**src/verilog/riscv_pkg.sv**
```systemverilog
package riscv_pkg;

    typedef logic [31:0] word_t;
    typedef logic [3:0]  strb_t;
    typedef logic [2:0]  prot_t;

    typedef enum logic [3:0] {
        MEM_NONE           = 4'd0,
        LOAD_BYTE          = 4'd1,
        LOAD_HALF          = 4'd2,
        LOAD_WORD          = 4'd3,
        LOAD_BYTE_UNSIGNED = 4'd4,
        LOAD_HALF_UNSIGNED = 4'd5,
        STORE_BYTE         = 4'd6,
        STORE_HALF         = 4'd7,
        STORE_WORD         = 4'd8
    } mem_op_t;

    // One bus word seen whole, as halves, or as byte lanes.
    typedef union packed {
        word_t            word;
        logic [1:0][15:0] halves;
        logic [3:0][7:0]  bytes;
    } lane_word_t;

    // Unprivileged, secure, data access.
    localparam prot_t PROT_DATA = 3'b000;

    localparam logic [1:0] RESP_OKAY = 2'b00;

    typedef struct packed {
        word_t addr;
        prot_t prot;
    } axi_aw_t;

    typedef struct packed {
        word_t data;
        strb_t strb;
    } axi_w_t;

    typedef struct packed {
        logic [1:0] resp;
    } axi_b_t;

    typedef struct packed {
        word_t addr;
        prot_t prot;
    } axi_ar_t;

    typedef struct packed {
        word_t      data;
        logic [1:0] resp;
    } axi_r_t;

    function automatic logic is_load(mem_op_t op);
        return op inside {LOAD_BYTE, LOAD_HALF, LOAD_WORD,
                          LOAD_BYTE_UNSIGNED, LOAD_HALF_UNSIGNED};
    endfunction

    function automatic logic is_store(mem_op_t op);
        return op inside {STORE_BYTE, STORE_HALF, STORE_WORD};
    endfunction

endpackage

```
**src/verilog/store_align.sv**
```systemverilog
`timescale 1ns/1ps

module store_align (
    input  riscv_pkg::mem_op_t op,
    input  riscv_pkg::word_t   addr,
    input  riscv_pkg::word_t   din,
    output riscv_pkg::strb_t   strb,
    output riscv_pkg::word_t   dout
);
    riscv_pkg::lane_word_t lanes;

    always_comb begin
        lanes.word = din;
        strb = '0;
        case (op)
            riscv_pkg::STORE_BYTE: begin
                // Byte copied to every lane with a single strobe bit.
                lanes.bytes = {4{din[7:0]}};
                strb = 4'b0001 << addr[1:0];
            end
            riscv_pkg::STORE_HALF: begin
                lanes.halves = {2{din[15:0]}};
                strb = addr[1] ? 4'b1100 : 4'b0011;
            end
            riscv_pkg::STORE_WORD: begin
                strb = 4'b1111;
            end
            default: begin
                strb = '0;
            end
        endcase
    end

    assign dout = lanes.word;

endmodule

```
**src/verilog/load_extract.sv**
```systemverilog
`timescale 1ns/1ps

module load_extract (
    input  logic               clk,
    input  logic               capture,
    input  riscv_pkg::mem_op_t op,
    input  riscv_pkg::word_t   addr,
    input  riscv_pkg::word_t   din,
    output riscv_pkg::word_t   dout
);
    riscv_pkg::mem_op_t    ld_op;
    logic [1:0]            ld_off;
    riscv_pkg::lane_word_t lanes;
    logic [7:0]            sel_byte;
    logic [15:0]           sel_half;
    riscv_pkg::word_t      result;

    // Kind and offset of the load in flight.
    always_ff @(posedge clk) begin
        if (riscv_pkg::is_load(op)) begin
            ld_op  <= op;
            ld_off <= addr[1:0];
        end
    end

    always_comb begin
        lanes.word = din;
        sel_byte = lanes.bytes[ld_off];
        sel_half = lanes.halves[ld_off[1]];
        case (ld_op)
            riscv_pkg::LOAD_BYTE:          result = {{24{sel_byte[7]}}, sel_byte};
            riscv_pkg::LOAD_BYTE_UNSIGNED: result = {24'h000000, sel_byte};
            riscv_pkg::LOAD_HALF:          result = {{16{sel_half[15]}}, sel_half};
            riscv_pkg::LOAD_HALF_UNSIGNED: result = {16'h0000, sel_half};
            default:                       result = lanes.word;
        endcase
    end

    // Result held until the next load returns.
    always_ff @(posedge clk) begin
        if (capture) begin
            dout <= result;
        end
    end

endmodule

```
**src/verilog/mem_access.sv**
```systemverilog
`timescale 1ns/1ps

module mem_access (
    input  logic                clk,
    input  logic                resetn,
    input  riscv_pkg::mem_op_t  op,
    input  riscv_pkg::word_t    addr,
    input  riscv_pkg::word_t    din,
    output riscv_pkg::word_t    dout,
    output logic                strb,
    output logic                idle,
    output riscv_pkg::axi_aw_t  aw,
    output logic                aw_valid,
    input  logic                aw_ready,
    output riscv_pkg::axi_w_t   w,
    output logic                w_valid,
    input  logic                w_ready,
    input  riscv_pkg::axi_b_t   b,
    input  logic                b_valid,
    output logic                b_ready,
    output riscv_pkg::axi_ar_t  ar,
    output logic                ar_valid,
    input  logic                ar_ready,
    input  riscv_pkg::axi_r_t   r,
    input  logic                r_valid,
    output logic                r_ready
);
    typedef enum logic [1:0] {IDLE, ADDR, DATA, RESP} state_t;

    state_t           wstate;
    state_t           wnext;
    state_t           rstate;
    state_t           rnext;
    logic             aw_valid_n;
    logic             w_valid_n;
    logic             b_ready_n;
    logic             ar_valid_n;
    logic             r_ready_n;
    logic             store;
    logic             load;
    logic             w_free;
    logic             r_free;
    logic             r_done;
    riscv_pkg::word_t st_data;
    riscv_pkg::strb_t st_strb;

    assign store = riscv_pkg::is_store(op);
    assign load  = riscv_pkg::is_load(op);

    // Write side is free again in the cycle its response is taken.
    assign w_free = wstate == IDLE || (wstate == RESP && b_valid && b.resp == riscv_pkg::RESP_OKAY);
    assign r_free = rstate == IDLE;
    assign r_done = r_ready && r_valid;
    assign idle   = w_free && r_free;

    // ----------------------------------------
    // Write channels
    // ----------------------------------------

    store_align u_store_align (
        .op   (op),
        .addr (addr),
        .din  (din),
        .strb (st_strb),
        .dout (st_data)
    );

    always_comb begin
        wnext      = wstate;
        aw_valid_n = aw_valid && !aw_ready;
        w_valid_n  = w_valid && !w_ready;
        b_ready_n  = b_ready;
        if (w_free) begin
            wnext      = store ? ADDR : IDLE;
            aw_valid_n = store;
            w_valid_n  = store;
            b_ready_n  = store;
        end else if (wstate == ADDR || wstate == DATA) begin
            // AW and W may finish in either order.
            if (!aw_valid_n && !w_valid_n) begin
                wnext = RESP;
            end else if (!aw_valid_n) begin
                wnext = DATA;
            end
        end
    end

    // ----------------------------------------
    // Read channels
    // ----------------------------------------

    always_comb begin
        rnext      = rstate;
        ar_valid_n = ar_valid && !ar_ready;
        r_ready_n  = r_ready && !r_valid;
        if (r_free) begin
            rnext      = load ? ADDR : IDLE;
            ar_valid_n = load;
            r_ready_n  = load;
        end else if (r_done) begin
            rnext = IDLE;
        end else if (!ar_valid_n) begin
            rnext = RESP;
        end
    end

    load_extract u_load_extract (
        .clk     (clk),
        .capture (r_done),
        .op      (op),
        .addr    (addr),
        .din     (r.data),
        .dout    (dout)
    );

    always_ff @(posedge clk) begin
        if (!resetn) begin
            wstate   <= IDLE;
            rstate   <= IDLE;
            aw_valid <= 1'b0;
            w_valid  <= 1'b0;
            b_ready  <= 1'b0;
            ar_valid <= 1'b0;
            r_ready  <= 1'b0;
            strb     <= 1'b0;
        end else begin
            wstate   <= wnext;
            rstate   <= rnext;
            aw_valid <= aw_valid_n;
            w_valid  <= w_valid_n;
            b_ready  <= b_ready_n;
            ar_valid <= ar_valid_n;
            r_ready  <= r_ready_n;
            strb     <= r_done;
        end
    end

    // Payloads latched as each machine leaves idle.
    always_ff @(posedge clk) begin
        if (w_free && store) begin
            aw.addr <= addr;
            aw.prot <= riscv_pkg::PROT_DATA;
            w.data  <= st_data;
            w.strb  <= st_strb;
        end
        if (r_free && load) begin
            ar.addr <= addr;
            ar.prot <= riscv_pkg::PROT_DATA;
        end
    end

endmodule

```
**config.mk**
```make
export PLATFORM = sky130hd
export DESIGN_NAME = mem_access
export DESIGN_NICKNAME = d
export VERILOG_FILES = /design/src/verilog/riscv_pkg.sv /design/src/verilog/store_align.sv /design/src/verilog/load_extract.sv /design/src/verilog/mem_access.sv
export SDC_FILE = /design/constraint.sdc
export NUM_CORES = 1
export LEC_CHECK = 0
export BUFFER_PORTS_ARGS = -buffer_cell sky130_fd_sc_hd__buf_2
export CORE_ASPECT_RATIO = 0.7
export CORE_MARGIN = 2
export CORE_UTILIZATION = 50
export CTS_BUF_LIST = sky130_fd_sc_hd__clkbuf_2 sky130_fd_sc_hd__clkbuf_4 sky130_fd_sc_hd__clkbuf_8
export DETAILED_ROUTE_END_ITERATION = 8
export PLACE_DENSITY = 0.94
export SLEW_MARGIN = 10
export SYNTH_ARGS = -nofsm -noshare
export SYNTH_HDL_FRONTEND = slang
export SYNTH_SLANG_ARGS = --single-unit
```
**constraint.sdc**
```tcl
create_clock -name clk -period 9.41 [get_ports clk]
set_input_delay 0.941 -clock clk [delete_from_list [all_inputs] [get_ports clk]]
set_output_delay 0.941 -clock clk [all_outputs]
set_load 0.05 [all_outputs]
```
==> flow_summary.yaml <==
run_status:
  run_status: "complete, no violations"
critical_path:
  worst-path-buf-inv: 2
  required_ns: 9.48
  crit_chain: "buf_2, nor3_1, nand2_1, a21oi_4, buf_4"
  crit_path_max_incr_delay_ns: 0.63
  critPathSlowestCell: "buf_4"
  arrival_ns: 2.91
  path_class: "in2reg"
  regToRegEndpoint: "u_load_extract.dout[15]"
  rrSetupSlack_ns: 6.75
  r2r_start: "u_load_extract.ld_off[1]"
  endpoint_kind: "register"
  cp-start-kind: "input pin"
  critical-path-top-delay-family: "buffers and inverters"
  worst-path-stages: 5
  worstSetupStartpoint: "op[0]"
  ff2ff_path_depth: 4
  crit_fanout: 52
  crit_end: "aw[23]"
detailed_routing:
  first_pass_iters: 5
  wl_met1_um: 5350
  wl_met2_um: 7440
  via_per_inst: 5.36
  vias: 4257
  top_layer: "met4"
  met3_length_um: 1240
  first_iter_violations: 407
  post_drt_wl_per_cell_um: 18.3
  antenna_left: 0
  drcViolationCount: 0
  drt_wl_total_um: 14600
logic_synthesis:
  ys_types: 44
  synth_common_cells: "edfxtp_1 (138), nand2_1 (46), a21o_1 (19), o21ai_0 (16), mux2i_1 (13)"
  avgSynthCellArea_um2: 15.6
  yosysTopAreaCellShare: 0.715
  async_flop_share: 0
  synth-seq-cells: 148
  synthFlopType: "edfxtp_1"
  synth_area_mm2: 0.00580
  synth.most_common_cell: "edfxtp_1"
  yosys_warnings: 0
  synthTopCellsByArea: "edfxtp_1 (72%), dfxtp_1 (3.5%), nand2_1 (3.0%)"
  seq_area_frac_synth: 0.750
  yosys.area.top_type: "edfxtp_1"
  netlist_instances: 371
  synth_edf_count: 138
cells_and_area:
  regArea_mm2: 0.00434
  drive_gt1_frac: 0.471
  fillCellCount: 806
  fin_nets: 741
  multi_input_area_mm2: 0.00137
  syn_to_final_growth_pct: 30.7
  n_antenna_cell: 0
global_route:
  grt_pass1_vias: 4417
  grt.overflow.total: 0
  grt_max_degree: 53
  grt_pass1_wl_um: 22100
  antenna_found_initial: 0
  grt_use_total: 0.237
clock_tree:
  path_clk_slew_ns: 0.08
  cts_resized: 0
  cts-buffers-inserted: 17
  postCtsSetupBuffers: 0
  numClockSinks: 148
  cts.hold.buffers_added: 0
  clock_latency_ns: 0.43
  clk_path_buf_depth: 2
  cts_tree: "done"
  cts.root.buffer_cell: "clkbuf_8"
  htree_num_levels: 4
power_and_ir_drop:
  ir_drop_uv: 115
  pwr_density_cell_mw_per_mm2: 202
  p_leak_nw: 3.25
timing:
  finalSetupViolCount: 0
  hold_viol_final: 0
  max_slew_margin: 0.225
  period_share: 0.302
  worstMarginPinSlew_ns: 1.15
  fin_crit_ns: 2.84
  skew_ns: 0.0105
  rsz0062_at_grt: "false"
  tns_ns: 0
  finalMaxSlewViolations: 0
  fmax_ghz: 0.352
  whs_ns: 0.476
job:
  maxCapViolations: 0
die:
  fp.dieW_um: 133
  dieArea_mm2: 0.0125
  core-area_mm2: 0.0112
  die_y_um: 94.1
  start_util: 0.519
  rows: 32
  io_pins: 256
placed_design:
  portBuffers: 247
  place_hpwl_um: 10700
  gp_congestion: 0.851
worst_hold_path:
  hp-class: "reg2reg"
==> state kept, by name (all words and copies together) (netlist names) <==
name / count
rstate: 2
w: 36
wstate: 2
ar: 32
r_ready: 1
u_load_extract.ld_op: 4
u_load_extract.dout: 32
aw: 32
ar_valid: 1
w_valid: 1
strb: 1
u_load_extract.ld_off: 2
aw_valid: 1
b_ready: 1
==> per-layer routing <==
layer,global-route usage,vias to the layer above
met4,0.116,0
met5,0,-
met2,0.416,249
met1,0.269,2028
li1,-,1926
met3,0.0690,54
==> worst register-to-register path, stage by stage, from the launching register on <==
cell and delay, ns:
edfxtp_1 0.88, mux4_2 0.39, nand3b_1 0.13, nor3_1 0.90
a221o_1 0.23
==> power by group <==
group,total (mW),switching (mW),internal [mW]
Clock,0.480,0.259,0.221
Combinational,0.269,0.196,0.0728
Sequential,0.782,0.0165,0.766
==> final cells by class <==
type	instances	share of cell area
clock buffers	18	0.0319
repair buffers	251	0.167
well taps	153	0.0253
multi-input cells	205	0.181
inverters	5	0.00248
clock inverters	14	0.0190
flip-flops and latches	148	0.574
==> layout by cell type, fill, tap and decap left out, types with 2 or more instances in the layout <==
cell,n
buf_2,247
edfxtp_1,138
nand2_1,46
a21o_1,19
clkbuf_8,17
o21ai_0,16
mux2i_1,13
dfxtp_1,10
mux2_2,9
a21oi_1,9
and3_1,8
nand3_1,8
a211o_1,7
nor2_1,6
nor3_1,6
a22oi_1,6
conb_1,6
inv_6,6
o21a_1,5
inv_1,4
nand3b_1,4
clkinvlp_4,4
buf_4,4
mux4_2,3
and2_1,3
nor2b_1,3
nand2b_1,3
a21oi_2,2
a31oi_1,2
a41oi_1,2
o31ai_1,2
nor3b_1,2
ha_1,2
inv_8,2
==> cell families (layout without fill, tap and decap cells) <==
kind of cell    after synthesis  count (layout)  share of synthesized area
compound gates               76              76                     0.0902
xor+xnor                      1               1                    0.00151
fa+ha+maj                     2               2                    0.00432
buf+inv                      23             288                     0.0199
flops                       148             148                      0.750
mux                          26              26                     0.0535
other cells                   1               6                   0.000647
simple gates                 94              94                     0.0803
==> through the flow <==
stage	setup slack (ns)	area [um2]	power (mW)	std cells	util
floorplan	4.09	5810	0.985	376	-
global placement	6.18	7190	1.05	762	0.643
detailed placement	6.12	7190	1.06	762	0.643
CTS	6.58	7570	1.54	794	0.678
global route	6.43	7570	1.59	794	0.678
finish	6.57	7570	1.53	794	0.678
==> how the worst min path moves through the flow <==
stage / cells after the start / start / slack [ns] / end
floorplan: 2 / wstate[1] / 0.45 / wstate[1]
global placement: 2 / b_ready / 0.44 / b_ready
detailed placement: 2 / b_ready / 0.46 / b_ready
CTS: 2 / b_ready / 0.48 / b_ready
global route: 2 / b_ready / 0.49 / b_ready
finish: 2 / b_ready / 0.48 / b_ready
No activity file was read; power rests on OpenSTA's default activity.
